File: config.mk
export PLATFORM = sky130hd
export DESIGN_NAME = crc_ahb_top
export DESIGN_NICKNAME = d
export VERILOG_FILES = /design/src/crc_ahb_pkg.sv /design/src/crc_byte_step.sv /design/src/host_interface.sv /design/src/crc_data_buffer.sv /design/src/crc_engine.sv /design/src/crc_result_format.sv /design/src/crc_ahb_top.sv
export SDC_FILE = /design/constraint.sdc
export NUM_CORES = 2
export LEC_CHECK = 0
export BUFFER_PORTS_ARGS = -buffer_cell sky130_fd_sc_hd__buf_4
export CAP_MARGIN = 5
export CORE_MARGIN = 3
export CORE_UTILIZATION = 25
export CTS_CLUSTER_SIZE = 12
export DETAILED_ROUTE_END_ITERATION = 8
export MAX_ROUTING_LAYER = met4
export PLACE_DENSITY_LB_ADDON = 0.08
export SLEW_MARGIN = 20
export SYNTH_ARGS = -nofsm -noshare
export SYNTH_HDL_FRONTEND = slang
export SYNTH_HIERARCHICAL = 1
export SYNTH_SLANG_ARGS = --single-unit
File: constraint.sdc
create_clock -name HCLK -period 35 [get_ports HCLK]
set_input_delay 1.75 -clock HCLK [delete_from_list [all_inputs] [get_ports HCLK]]
set_output_delay 1.75 -clock HCLK [all_outputs]
set_load 0.005 [all_outputs]
File: src/crc_ahb_pkg.sv
/* Shared register map, bus codes, reset values and CR layout of the CRC unit.
   Imported by the RTL blocks and by the testbench */
package crc_ahb_pkg;

	////////////////////////////////////////////////////////////
	// Register map, word index from HADDR[4:2]
	////////////////////////////////////////////////////////////
	localparam logic [2:0] CRC_DR   = 3'h0;
	localparam logic [2:0] CRC_IDR  = 3'h1;
	localparam logic [2:0] CRC_CR   = 3'h2;
	localparam logic [2:0] CRC_INIT = 3'h4;
	localparam logic [2:0] CRC_POL  = 3'h5;

	// AHB transfer types
	localparam logic [1:0] HTRANS_IDLE   = 2'b00;
	localparam logic [1:0] HTRANS_BUSY   = 2'b01;
	localparam logic [1:0] HTRANS_NONSEQ = 2'b10;
	localparam logic [1:0] HTRANS_SEQ    = 2'b11;

	// Only response ever given
	localparam logic HRESP_OK = 1'b0;

	// Low bits of HSIZE, kept with every buffered word
	localparam logic [1:0] SIZE_BYTE = 2'd0;
	localparam logic [1:0] SIZE_HALF = 2'd1;
	localparam logic [1:0] SIZE_WORD = 2'd2;

	// Polynomial width select
	localparam logic [1:0] POLY_32 = 2'd0;
	localparam logic [1:0] POLY_16 = 2'd1;
	localparam logic [1:0] POLY_8  = 2'd2;
	localparam logic [1:0] POLY_7  = 2'd3;

	// Input bit reversal granularity
	localparam logic [1:0] REV_NONE = 2'd0;
	localparam logic [1:0] REV_BYTE = 2'd1;
	localparam logic [1:0] REV_HALF = 2'd2;
	localparam logic [1:0] REV_WORD = 2'd3;

	// Values after HRESETn
	localparam logic [4:0]  RESET_CRC_CR = 5'h00;
	localparam logic [31:0] RESET_INIT   = 32'hFFFF_FFFF;
	localparam logic [31:0] RESET_POLY   = 32'h04C1_1DB7;
	localparam logic [7:0]  RESET_IDR    = 8'h00;

	// Entries in the DR write buffer
	localparam int BUF_DEPTH = 2;

	////////////////////////////////////////////////////////////
	// CR word, seen raw or as fields
	////////////////////////////////////////////////////////////
	typedef union packed {
		logic [31:0] word;
		struct packed {
			logic [23:0] reserved_hi;
			logic        rev_out;
			logic [1:0]  rev_in;
			logic [1:0]  poly_size;
			logic [1:0]  reserved_lo;
			logic        reset;
		} field;
	} crc_cr_u;

	// Number of CRC bits for a polynomial size code
	function automatic logic [5:0] poly_width(input logic [1:0] size);
		case (size)
			POLY_16: return 6'd16;
			POLY_8:  return 6'd8;
			POLY_7:  return 6'd7;
			default: return 6'd32;
		endcase
	endfunction

	// Ones over the low poly_width bits
	function automatic logic [31:0] poly_mask(input logic [1:0] size);
		if (size == POLY_32)
			return 32'hFFFF_FFFF;
		return (32'd1 << poly_width(size)) - 32'd1;
	endfunction

endpackage

File: src/crc_byte_step.sv
/* One byte of CRC folding, bit-serial and MSB first, for a 32, 16, 8 or 7 bit
   polynomial. Purely combinational, chained inside the engine */
`timescale 1ns/1ps

module crc_byte_step
	import crc_ahb_pkg::*;
(
	input  logic [31:0] crc_in,
	input  logic [7:0]  data_byte,
	input  logic [31:0] poly,
	input  logic [1:0]  poly_size,
	input  logic        enable,
	output logic [31:0] crc_out
);

	logic [31:0] width_mask;
	logic [31:0] msb_mask;

	assign width_mask = poly_mask(poly_size);
	// Single bit at position W-1
	assign msb_mask   = width_mask ^ (width_mask >> 1);

	always_comb
	begin
		logic [31:0] crc;
		logic        feedback;

		crc = crc_in;
		for (int i = 7; i >= 0; i--)
		begin
			feedback = (|(crc & msb_mask)) ^ data_byte[i];
			// Upper bits fall out of the mask after the first shift
			crc = (crc << 1) & width_mask;
			if (feedback)
				crc = crc ^ (poly & width_mask);
		end
		// Disabled slice passes the state through
		crc_out = enable ? crc : crc_in;
	end

endmodule

File: src/host_interface.sv
/* AHB-Lite slave front end of the CRC unit: register decode, CR register,
   read mux and the stall logic that holds the master in the data phase */
`timescale 1ns/1ps

module host_interface
	import crc_ahb_pkg::*;
(
	input  logic        HCLK,
	input  logic        HRESETn,
	input  logic [31:0] HADDR,
	input  logic [2:0]  HSIZE,
	input  logic [1:0]  HTRANS,
	input  logic        HWRITE,
	input  logic        HSElx,
	input  logic        HREADY,
	input  logic [31:0] HWDATA,
	input  logic [31:0] crc_out,
	input  logic [31:0] crc_init_out,
	input  logic [31:0] crc_poly_out,
	input  logic [7:0]  crc_idr_out,
	input  logic        buffer_full,
	input  logic        reset_pending,
	input  logic        read_wait,
	output logic [31:0] HRDATA,
	output logic        HREADYOUT,
	output logic        HRESP,
	output logic [31:0] bus_wr,
	output logic [1:0]  bus_size,
	output logic [1:0]  rev_in_type,
	output logic        rev_out_type,
	output logic [1:0]  crc_poly_size,
	output logic        crc_init_en,
	output logic        crc_idr_en,
	output logic        crc_poly_en,
	output logic        buffer_write_en,
	output logic        reset_chain
);

	// Address phase copy
	logic [2:0] haddr_pp;
	logic [1:0] hsize_pp;
	logic [1:0] htrans_pp;
	logic       hwrite_pp;
	logic       hselx_pp;

	// Holds rev_out, rev_in and poly_size
	logic [4:0] crc_cr_ff;
	crc_cr_u    cr_wr;
	crc_cr_u    cr_rd;

	logic sample_bus;
	logic write_en;
	logic read_en;
	logic crc_cr_en;
	logic buffer_read_en;
	logic any_wr_en;

	////////////////////////////////////////////////////////////
	// Address phase pipeline
	////////////////////////////////////////////////////////////

	// Frozen while this slave stalls its own data phase
	assign sample_bus = HREADY && HREADYOUT;

	always_ff @(posedge HCLK)
	begin
		if (!HRESETn)
		begin
			hselx_pp  <= 1'b0;
			htrans_pp <= HTRANS_IDLE;
		end
		else if (sample_bus)
		begin
			hselx_pp  <= HSElx;
			htrans_pp <= HTRANS;
		end
	end

	always_ff @(posedge HCLK)
	begin
		if (sample_bus)
		begin
			haddr_pp  <= HADDR[4:2];
			hsize_pp  <= HSIZE[1:0];
			hwrite_pp <= HWRITE;
		end
	end

	// Only NONSEQ transfers act
	assign write_en = hselx_pp && (htrans_pp == HTRANS_NONSEQ) && hwrite_pp;
	assign read_en  = hselx_pp && (htrans_pp == HTRANS_NONSEQ) && !hwrite_pp;

	// Per register enables in the data phase
	assign buffer_write_en = write_en && (haddr_pp == CRC_DR);
	assign crc_idr_en      = write_en && (haddr_pp == CRC_IDR);
	assign crc_cr_en       = write_en && (haddr_pp == CRC_CR);
	assign crc_init_en     = write_en && (haddr_pp == CRC_INIT);
	assign crc_poly_en     = write_en && (haddr_pp == CRC_POL);
	assign buffer_read_en  = read_en && (haddr_pp == CRC_DR);

	// Write data passes straight through in the data phase
	assign bus_wr   = HWDATA;
	assign bus_size = hsize_pp;

	////////////////////////////////////////////////////////////
	// Control register
	////////////////////////////////////////////////////////////
	assign cr_wr = HWDATA;

	always_ff @(posedge HCLK)
	begin
		if (!HRESETn)
			crc_cr_ff <= RESET_CRC_CR;
		else if (crc_cr_en)
			crc_cr_ff <= {cr_wr.field.rev_out, cr_wr.field.rev_in, cr_wr.field.poly_size};
	end

	// Reset bit only fires the chain reset and is not stored
	assign reset_chain   = crc_cr_en && cr_wr.field.reset;
	assign crc_poly_size = crc_cr_ff[1:0];
	assign rev_in_type   = crc_cr_ff[3:2];
	assign rev_out_type  = crc_cr_ff[4];

	always_comb
	begin
		cr_rd                 = '0;
		cr_rd.field.rev_out   = crc_cr_ff[4];
		cr_rd.field.rev_in    = crc_cr_ff[3:2];
		cr_rd.field.poly_size = crc_cr_ff[1:0];
	end

	// Read data is combinational in the data phase
	always_comb
	begin
		case (haddr_pp)
			CRC_DR:   HRDATA = crc_out;
			CRC_IDR:  HRDATA = {24'h0, crc_idr_out};
			CRC_CR:   HRDATA = cr_rd.word;
			CRC_INIT: HRDATA = crc_init_out;
			CRC_POL:  HRDATA = crc_poly_out;
			default:  HRDATA = 32'h0;
		endcase
	end

	// Stall on full buffer, on DR read with data in flight,
	// and on INIT write while the old INIT is still needed
	assign HREADYOUT = !((buffer_write_en && buffer_full) ||
	                     (buffer_read_en && read_wait) ||
	                     (crc_init_en && reset_pending));

	assign HRESP = HRESP_OK;

	assign any_wr_en = buffer_write_en || crc_idr_en || crc_cr_en ||
	                   crc_init_en || crc_poly_en;

	// A stalled DR read is released once the data in flight has drained
	assert property (@(posedge HCLK) disable iff (!HRESETn)
		buffer_read_en && read_wait |-> ##[1:BUF_DEPTH + 1] !read_wait);

	// Write data is known whenever a register write completes
	assert property (@(posedge HCLK) disable iff (!HRESETn)
		any_wr_en && HREADYOUT |-> !$isunknown(HWDATA));

endmodule

File: src/crc_data_buffer.sv
/* Two-entry FIFO for DR writes. The head word leaves bit-reversed according
   to the current CR input reversal setting */
`timescale 1ns/1ps

module crc_data_buffer
	import crc_ahb_pkg::*;
(
	input  logic        HCLK,
	input  logic        HRESETn,
	input  logic        buffer_write_en,
	input  logic [31:0] bus_wr,
	input  logic [1:0]  bus_size,
	input  logic [1:0]  rev_in_type,
	input  logic        buf_ready,
	output logic        buffer_full,
	output logic        buf_valid,
	output logic [31:0] buf_data,
	output logic [1:0]  buf_size
);

	// Storage, no reset
	logic [31:0] data_mem [BUF_DEPTH];
	logic [1:0]  size_mem [BUF_DEPTH];

	logic [$clog2(BUF_DEPTH)-1:0]   wr_ptr;
	logic [$clog2(BUF_DEPTH)-1:0]   rd_ptr;
	logic [$clog2(BUF_DEPTH+1)-1:0] count;
	logic                           push;
	logic                           pop;
	logic [31:0]                    head_data;
	logic [1:0]                     rev_eff;

	assign buffer_full = (count == BUF_DEPTH);
	assign buf_valid   = (count != 0);

	// Master is stalled while full, so a held write lands later
	assign push = buffer_write_en && !buffer_full;
	assign pop  = buf_valid && buf_ready;

	always_ff @(posedge HCLK)
	begin
		if (push)
		begin
			data_mem[wr_ptr] <= bus_wr;
			size_mem[wr_ptr] <= bus_size;
		end
	end

	always_ff @(posedge HCLK)
	begin
		if (!HRESETn)
		begin
			wr_ptr <= '0;
			rd_ptr <= '0;
			count  <= '0;
		end
		else
		begin
			if (push)
				wr_ptr <= (wr_ptr == BUF_DEPTH - 1) ? '0 : wr_ptr + 1'b1;
			if (pop)
				rd_ptr <= (rd_ptr == BUF_DEPTH - 1) ? '0 : rd_ptr + 1'b1;
			case ({push, pop})
				2'b10:   count <= count + 1'b1;
				2'b01:   count <= count - 1'b1;
				default: count <= count;
			endcase
		end
	end

	////////////////////////////////////////////////////////////
	// Output side reversal
	////////////////////////////////////////////////////////////
	assign head_data = data_mem[rd_ptr];
	assign buf_size  = size_mem[rd_ptr];

	// Reversal unit is capped at the write size,
	// so a byte write never leaves its low lane
	assign rev_eff = (rev_in_type > buf_size + 2'd1) ? buf_size + 2'd1 : rev_in_type;

	always_comb
	begin
		for (int i = 0; i < 32; i++)
		begin
			case (rev_eff)
				// XOR of the bit index mirrors it inside the unit
				REV_BYTE: buf_data[i] = head_data[i ^ 7];
				REV_HALF: buf_data[i] = head_data[i ^ 15];
				REV_WORD: buf_data[i] = head_data[i ^ 31];
				default:  buf_data[i] = head_data[i];
			endcase
		end
	end

	// A write refused on full is held by the host stall
	assert property (@(posedge HCLK) disable iff (!HRESETn)
		buffer_write_en && buffer_full |=> buffer_write_en);

endmodule

File: src/crc_engine.sv
/* CRC state with its INIT, POL and IDR registers. Folds one buffered beat of up
   to four bytes per cycle and applies the deferred chain reset */
`timescale 1ns/1ps

module crc_engine
	import crc_ahb_pkg::*;
(
	input  logic        HCLK,
	input  logic        HRESETn,
	input  logic [31:0] bus_wr,
	input  logic        crc_init_en,
	input  logic        crc_poly_en,
	input  logic        crc_idr_en,
	input  logic        reset_chain,
	input  logic [1:0]  crc_poly_size,
	input  logic        buf_valid,
	input  logic [31:0] buf_data,
	input  logic [1:0]  buf_size,
	output logic        buf_ready,
	output logic [31:0] crc_state,
	output logic [31:0] crc_init_out,
	output logic [31:0] crc_poly_out,
	output logic [7:0]  crc_idr_out,
	output logic        reset_pending,
	output logic        engine_busy
);

	logic [31:0] crc_init_ff;
	logic [31:0] crc_poly_ff;
	logic [7:0]  crc_idr_ff;
	logic        pend_ff;
	logic        reset_load;
	logic        beat;
	logic [2:0]  n_bytes;
	wire  [31:0] crc_chain [0:4];

	// Reset waits for the data written before it
	assign reset_load = pend_ff && !buf_valid;
	assign buf_ready  = !reset_load;
	assign beat       = buf_valid && buf_ready;

	// Folding or a pending reset both hold off DR reads
	assign engine_busy   = beat || pend_ff;
	assign reset_pending = pend_ff;

	always_comb
	begin
		case (buf_size)
			SIZE_BYTE: n_bytes = 3'd1;
			SIZE_HALF: n_bytes = 3'd2;
			default:   n_bytes = 3'd4;
		endcase
	end

	////////////////////////////////////////////////////////////
	// Byte slices, most significant valid byte first
	////////////////////////////////////////////////////////////
	assign crc_chain[0] = crc_state;

	for (genvar k = 0; k < 4; k++)
	begin : g_step
		logic [1:0] byte_sel;

		// Byte n-1-k wraps harmlessly when the slice is off
		assign byte_sel = n_bytes[1:0] - 2'd1 - 2'(k);

		crc_byte_step u_step (
			.crc_in    (crc_chain[k]),
			.data_byte (buf_data[8*byte_sel +: 8]),
			.poly      (crc_poly_ff),
			.poly_size (crc_poly_size),
			.enable    (k < n_bytes),
			.crc_out   (crc_chain[k+1])
		);
	end

	// CRC state and chain reset flag
	always_ff @(posedge HCLK)
	begin
		if (!HRESETn)
		begin
			crc_state <= RESET_INIT;
			pend_ff   <= 1'b0;
		end
		else
		begin
			if (reset_load)
				crc_state <= crc_init_ff;
			else if (beat)
				crc_state <= crc_chain[4];
			if (reset_chain)
				pend_ff <= 1'b1;
			else if (reset_load)
				pend_ff <= 1'b0;
		end
	end

	// Configuration registers
	always_ff @(posedge HCLK)
	begin
		if (!HRESETn)
		begin
			crc_init_ff <= RESET_INIT;
			crc_poly_ff <= RESET_POLY;
			crc_idr_ff  <= RESET_IDR;
		end
		else
		begin
			// INIT write is stalled until the pending load used the old value
			if (crc_init_en && !pend_ff)
				crc_init_ff <= bus_wr;
			if (crc_poly_en)
				crc_poly_ff <= bus_wr;
			if (crc_idr_en)
				crc_idr_ff <= bus_wr[7:0];
		end
	end

	assign crc_init_out = crc_init_ff;
	assign crc_poly_out = crc_poly_ff;
	assign crc_idr_out  = crc_idr_ff;

	// A chain reset is applied once the data queued before it has drained
	assert property (@(posedge HCLK) disable iff (!HRESETn)
		reset_chain |-> ##[1:BUF_DEPTH] reset_load);

endmodule

File: src/crc_result_format.sv
/* Shapes the CRC state for DR reads. Keeps only the polynomial width and can
   mirror those bits, upper bits read as zero */
`timescale 1ns/1ps

module crc_result_format
	import crc_ahb_pkg::*;
(
	input  logic [31:0] crc_state,
	input  logic [1:0]  crc_poly_size,
	input  logic        rev_out_type,
	output logic [31:0] crc_out
);

	logic [5:0]  width;
	logic [31:0] masked;
	logic [31:0] mirrored;

	assign width  = poly_width(crc_poly_size);
	assign masked = crc_state & poly_mask(crc_poly_size);

	// Full word mirror first
	always_comb
	begin
		for (int i = 0; i < 32; i++)
			mirrored[i] = masked[31 - i];
	end

	// Shift brings the W mirrored bits back down
	assign crc_out = rev_out_type ? (mirrored >> (6'd32 - width)) : masked;

endmodule

File: src/crc_ahb_top.sv
/* CRC calculator on an AHB-Lite slave port. Ties the host interface, write
   buffer, engine and result formatter together */
`timescale 1ns/1ps

module crc_ahb_top (
	input  logic        HCLK,
	input  logic        HRESETn,
	input  logic [31:0] HADDR,
	input  logic [2:0]  HSIZE,
	input  logic [1:0]  HTRANS,
	input  logic        HWRITE,
	input  logic        HSElx,
	input  logic        HREADY,
	input  logic [31:0] HWDATA,
	output logic [31:0] HRDATA,
	output logic        HREADYOUT,
	output logic        HRESP
);

	logic [31:0] bus_wr;
	logic [1:0]  bus_size;
	logic [1:0]  rev_in_type;
	logic        rev_out_type;
	logic [1:0]  crc_poly_size;
	logic        crc_init_en;
	logic        crc_idr_en;
	logic        crc_poly_en;
	logic        buffer_write_en;
	logic        reset_chain;
	logic        buffer_full;
	logic        buf_valid;
	logic        buf_ready;
	logic [31:0] buf_data;
	logic [1:0]  buf_size;
	logic [31:0] crc_state;
	logic [31:0] crc_out;
	logic [31:0] crc_init_out;
	logic [31:0] crc_poly_out;
	logic [7:0]  crc_idr_out;
	logic        reset_pending;
	logic        engine_busy;
	logic        read_wait;

	// DR reads wait for queued data and any fold or reset in progress
	assign read_wait = buf_valid || engine_busy;

	host_interface u_host (
		.HCLK, .HRESETn, .HADDR, .HSIZE, .HTRANS, .HWRITE, .HSElx, .HREADY, .HWDATA,
		.crc_out, .crc_init_out, .crc_poly_out, .crc_idr_out,
		.buffer_full, .reset_pending, .read_wait,
		.HRDATA, .HREADYOUT, .HRESP,
		.bus_wr, .bus_size, .rev_in_type, .rev_out_type, .crc_poly_size,
		.crc_init_en, .crc_idr_en, .crc_poly_en, .buffer_write_en, .reset_chain
	);

	crc_data_buffer u_buffer (
		.HCLK, .HRESETn, .buffer_write_en, .bus_wr, .bus_size, .rev_in_type,
		.buf_ready, .buffer_full, .buf_valid, .buf_data, .buf_size
	);

	crc_engine u_engine (
		.HCLK, .HRESETn, .bus_wr, .crc_init_en, .crc_poly_en, .crc_idr_en,
		.reset_chain, .crc_poly_size, .buf_valid, .buf_data, .buf_size,
		.buf_ready, .crc_state, .crc_init_out, .crc_poly_out, .crc_idr_out,
		.reset_pending, .engine_busy
	);

	crc_result_format u_format (
		.crc_state, .crc_poly_size, .rev_out_type, .crc_out
	);

endmodule

; After elaboration in Yosys (flattened, before gate mapping)
; Memory sizes are Yosys's and may differ from the RTL's. A register that Yosys moved wholly into a read port is not among the register bits.
; Cells that the tools add are included.
[word_totals]
ramBits = 68
mem_count = 2
output_inout_bits = 34
register_bits = 123
inputBits = 74
[memory_table]
columns = name, words, word_bits, read_ports, rd_clocked_by_memory_dff, wr, line_no
row1 = u_buffer.data_mem, 2, 32, 1, 1, 1, crc_data_buffer.sv:22  ; logic [31:0] data_mem [BUF_DEPTH];
row2 = u_buffer.size_mem, 2, 2, 1, 1, 1, crc_data_buffer.sv:23  ; logic [1:0] size_mem [BUF_DEPTH];
[op_classes]
n_mux = 90
reduce_logical = 67
add_sub_neg = 11
shifts = 6
bitwise = 131
order_cmp = 5
n_eq_ne = 15
[op_table]
columns = op, count
row1 = AND 32 bit, 66
row2 = two-way mux 32 bit, 41
row3 = OR reduction 32 bit, 32
row4 = XOR 32 bit, 32
row5 = one-hot mux 32 bit (5 select lines), 1
row6 = indexed part select 32 x 6 -> 8 bit, 4
row7 = one-hot mux 1 bit (3 select lines), 32
row8 = left shift 1 x 6 -> 32 bit (first input constant), 1
row9 = right shift 32 x 6 -> 32 bit, 1
row10 = subtractor 32 x 1 -> 32 bit (second input constant), 1
row11 = XOR 1 bit, 32
row12 = XOR 32 x 31 -> 32 bit, 1
row13 = logical AND 1 bit, 18
row14 = one-hot mux 6 bit (3 select lines), 1
row15 = == test 2 bit (second input constant), 7
row16 = two-way mux 1 bit, 11
row17 = == test 2 x 1 -> 1 bit (second input constant), 4
row18 = nonzero test 2 bit, 4
row19 = == test 3 bit (second input constant), 2
row20 = zero test 1 bit, 6
row21 = less-than comparator 1 x 3 -> 1 bit (first input constant), 2
row22 = less-than comparator 2 x 3 -> 1 bit (first input constant), 2
row23 = two-way mux 6 bit, 1
row24 = one-hot mux 3 bit (2 select lines), 1
row25 = other kinds (13), 22

; Longest topological paths before layout
[logic_depth]
word_depth = 141
mapped_depth = 137
depth_no_buf = 121

; Hierarchy
; Netlist, hierarchy kept.
[modules_own_cells]
columns = mod, n_inst, cells_each, area_each_um2
row1 = crc_byte_step at u_engine.g_step[1].u_step ..., 3, 822, 5072.4
row2 = crc_engine, 1, 567, 5456.5
row3 = crc_byte_step at u_engine.g_step[0].u_step, 1, 843, 5211.2
row4 = crc_data_buffer, 1, 355, 3848.7
row5 = host_interface, 1, 231, 1804.2
row6 = crc_result_format, 1, 110, 852.1
row7 = crc_ahb_top, 1, 1, 6.3

; Least setup slack after synthesis
; OpenSTA, ideal clock, no wires.
[synth_timing]
path_kind = flip-flop to flip-flop
from = register (tool-made name)
to = register u_engine.crc_state[14]
stages_incl_launch_ff = 130
arrival_time_ns = 33.028
required_time_ns = 34.930
setup_slack_ns = 1.902
path_buffers = 9
synth_period_minus_slack_ns = 33.098
cell_sequence = dfxtp_1 > buf_6 > buf_2 > mux2i_1 > xor2_1 > ha_1 > or3_1 > o221ai_2 > o22a_1 > buf_2 > nor2_1 > nor4_1 > mux2i_1 > o21ai_1 > buf_2 > xor2_1 > a21oi_1 > a31o_1 > [... 94 more ...] > xnor2_1 > a2111oi_4 > mux2i_1 > xnor2_2 > o211ai_2 > or3_1 > nand3_1 > xnor2_1 > a2111oi_4 > mux2i_1 > mux2i_1 > a2111oi_4 > xnor2_1 > clkbuf_1 > a21boi_0 > o32ai_1 > and3b_1 > a21oi_1
[synth_lines]
columns = element, line_no
row1 = to (signal assigned), crc_engine.sv:88  ; crc_state <= crc_init_ff;
row2 = to (signal assigned), crc_engine.sv:90  ; crc_state <= crc_chain[4];
row3 = to (decl), crc_engine.sv:20  ; output logic [31:0] crc_state,

==> run metrics <==
run status=complete, no violations; initial antenna violation count=10; sequential element share of the synthesized area=between 10% and 20%; detailed-route wire length=around 160000 um; top cell type's share of synthesized area=a little under 20%; Placer Congestion=roughly 0.85; DRC errors left=0; Area after DPL=between 30000 and 40000 um2; top post-synthesis cells by area=xnor2_1 20%, nand2_1 11%, mux2i_1 9.2%; path type of the worst setup path=reg2reg; Synth Area in Adders=less than 1%; Tot GR Track Use=around a quarter; Max H-tree Level=4; Max-slew headroom=roughly 3%; clk_skew=about 0.017 ns; vias in the first global route=between 20000 and 30000; Hold WC Path Type=reg2reg; die width=366.0 um; wire length per cell=around 26 um; Hold Startpoint=u_host/bus_size[1]$_DFFE_PP_; IO Port Bufs=76; Slew @ Worst Pin=around 1.4 ns; Core Rows=~130; # IOs=108; YS warnings=6; library cells used by synthesis=93; Core Region=around 130000 um2; Setup-failing EPs final=0; largest net degree at the start of global routing=86; clk root buf=clkbuf_16; Via density=5.021; grt total ovfl=0; CTS Buffer Depth=2; # Max-Cap Violations=0; main combinational cell family by area after synthesis=simple AND/OR/NAND/NOR gates; die span in y=about 370 um; Max Clk Rate=29.95 MHz; cells after synthesis=roughly 4600; #FFs+latches synth=approximately 190; Crit path arrival time=~34 ns; Post-Synth Simple-Gate Area=between 20% and 30%; synthesized net count=4652; Hold Vio Cnt, Final=0; Clock Pin Slew Worst Setup and Hold Paths=roughly 0.08 ns; Synth Area in XOR/XNOR=23.54%; WP data required=between 30 and 40 ns; initial core utilization=25.27%; largest area contributor in the netlist=xnor2_1; Most used DFF post-synth=dfxtp_1; multiplexer area fraction after synthesis=between 10 and 15%; post-layout minimum cycle time=about 33 ns; clk sink count=around 190; HPWL Detailed=between 100000 and 150000 um; Final period util=95.39%; Area Overhead vs Synth=12.10%; Startpoint Class=register; worst-skew pair later-pin latency=around 0.48 ns; Slowest-stage cell, CP=a2111oi_4; share of cells above drive strength 1=between 10% and 20%; Routed Antenna Nets=0; Max Slew Vio Count=0; Detailed Route Iter0 Violations=between 2000 and 3000; Syn Std Cell Area=roughly 32000 um2; syn_area_per_cell=between 7 and 8 um2; total CTS buffers=17; Synth Area in Compound Gates=between 10% and 20%; sum of negative setup slack=0 ns; crit-path max cell delay=0.46 ns; worst-path fanout max=26; TritonCTS clock tree=done; Final nets=4532; commonest non-fill, non-tap cells in the layout=982 x nand2_1, 710 x xnor2_1, 331 x buf_4; Synth async-reset ratio=0%; first-pass GRT wire length=between 200000 and 250000 um; EDFF count, synth=74; final instance area=roughly 36000 um2; die area=~130000 um2; most common cell after layout, fill and taps aside=nand2_1; Critical Path End Type=register; Detailed Routing Iterations Pass 1=5; via count=31140
stage by stage:
stage          setup slack [ns]  std cells  hold WS, ns  utilization, %
2_1_floorplan             1.902       4573       0.4215               -
5_1_grt                -0.08697       6195       0.4706           28.32
4_1_cts                 0.02413       6152       0.4618           27.66
3_5_place_dp             -1.273       6108       0.4540           27.06
6_report                  1.615       6202       0.4607           28.33
3_3_place_gp             -1.038       6108       0.4481           27.06
per-layer routing:
metal	share of wire (%)	up-vias	GRT usage (%)
met1	48	15290	33.46
met3	4.9	109	1.781
met2	45	808	35.87
met5	0	-	-
met4	2.2	0	4.570
li1	-	14940	-
registers in the layout, summed over array words and instances, names as in the netlist, named ones only:
signal                  cells
u_buffer/count              2
u_buffer/data_mem          64
u_buffer/rd_ptr             1
u_buffer/size_mem           4
u_buffer/wr_ptr             1
u_engine/crc_idr_out        8
u_engine/crc_init_out      32
u_engine/crc_poly_out      32
u_engine/crc_state         32
u_engine/reset_pending      1
u_host/bus_size             2
u_host/crc_cr_ff            5
u_host/haddr_pp             3
u_host/hselx_pp             1
u_host/htrans_pp            2
u_host/hwrite_pp            1
kinds of logic (layout without fill, tap and decap cells):
family	after synthesis	count (layout)
flip-flops	192	192
AO/OA/AOI/OAI	610	610
AND/OR/NAND/NOR	1912	1912
buffers and inverters	645	537
adder cells (fa/ha/maj)	5	5
multiplexers	344	344
other	2	9
XOR/XNOR	863	864
area by class of cell:
type / count / area [um2]
fillers: 14200 / 91860
multi-input cells: 3737 / 25630
flip-flops and latches: 192 / 4642
repair buffers: 340 / 2639
well taps: 1729 / 2163
inverters: 165 / 619.3
clock buffers: 17 / 425.4
clock inverters: 15 / 173.9
diodes: 7 / 17.52
what timing repair did:
action | 4_1_cts | 5_1_grt
endpoints found under the setup margin | 32 | 32
hold buffers | 0 | 0
gates resized for setup | 11 | 84
endpoints found under the hold margin | 0 | 0
gates cloned | 0 | 2
buffers inserted | 12 | 41
pin swaps | 7 | 27
cells in the mapped netlist, types with 16 or more instances:
cell / instances
buf_4: 85
nand2_1: 982
clkbuf_1: 273
edfxtp_1: 74
buf_1: 42
buf_2: 54
a21o_1: 20
o21ai_0: 50
o21ai_1: 43
xnor2_1: 735
mux2i_1: 299
o31ai_1: 16
nor2_1: 235
dfxtp_1: 118
nand3b_1: 38
nand2b_1: 103
buf_6: 18
a21oi_1: 204
inv_1: 165
nor2b_1: 58
xor2_1: 119
o32ai_1: 76
nand3_1: 125
or3_1: 20
mux2_2: 27
a211o_1: 18
and3b_1: 32
and2_1: 30
o211ai_2: 33
and3_1: 92
a31oi_1: 24
nand4_1: 43
nor3b_1: 24
nor3_1: 64
critical path: cells and delay by family, from the launching register on:
kind / cells / cell delay (ns)
AO/OA/AOI/OAI: 41 / 10.14
XOR/XNOR: 25 / 4.86
adder cells (fa/ha/maj): 1 / 0.35
buffers and inverters: 22 / 4.29
flip-flops: 1 / 0.42
multiplexers: 29 / 7.36
AND/OR/NAND/NOR: 23 / 5.77
worst paths after layout:
kind                                         end  slack, ns  cells after the start
min reg2reg    u_buffer/size_mem[0][1]$_DFFE_PP_       0.46                      0
max          u_engine/crc_state[19]$_SDFFE_PN1P_       1.61                    141
max reg2reg  u_engine/crc_state[19]$_SDFFE_PN1P_       1.61                    141
min            u_buffer/size_mem[0][1]$_DFFE_PP_       0.46                      0
Power is not shown: default switching activity piles up to over one toggle a cycle in this logic, so the estimate is an artifact.
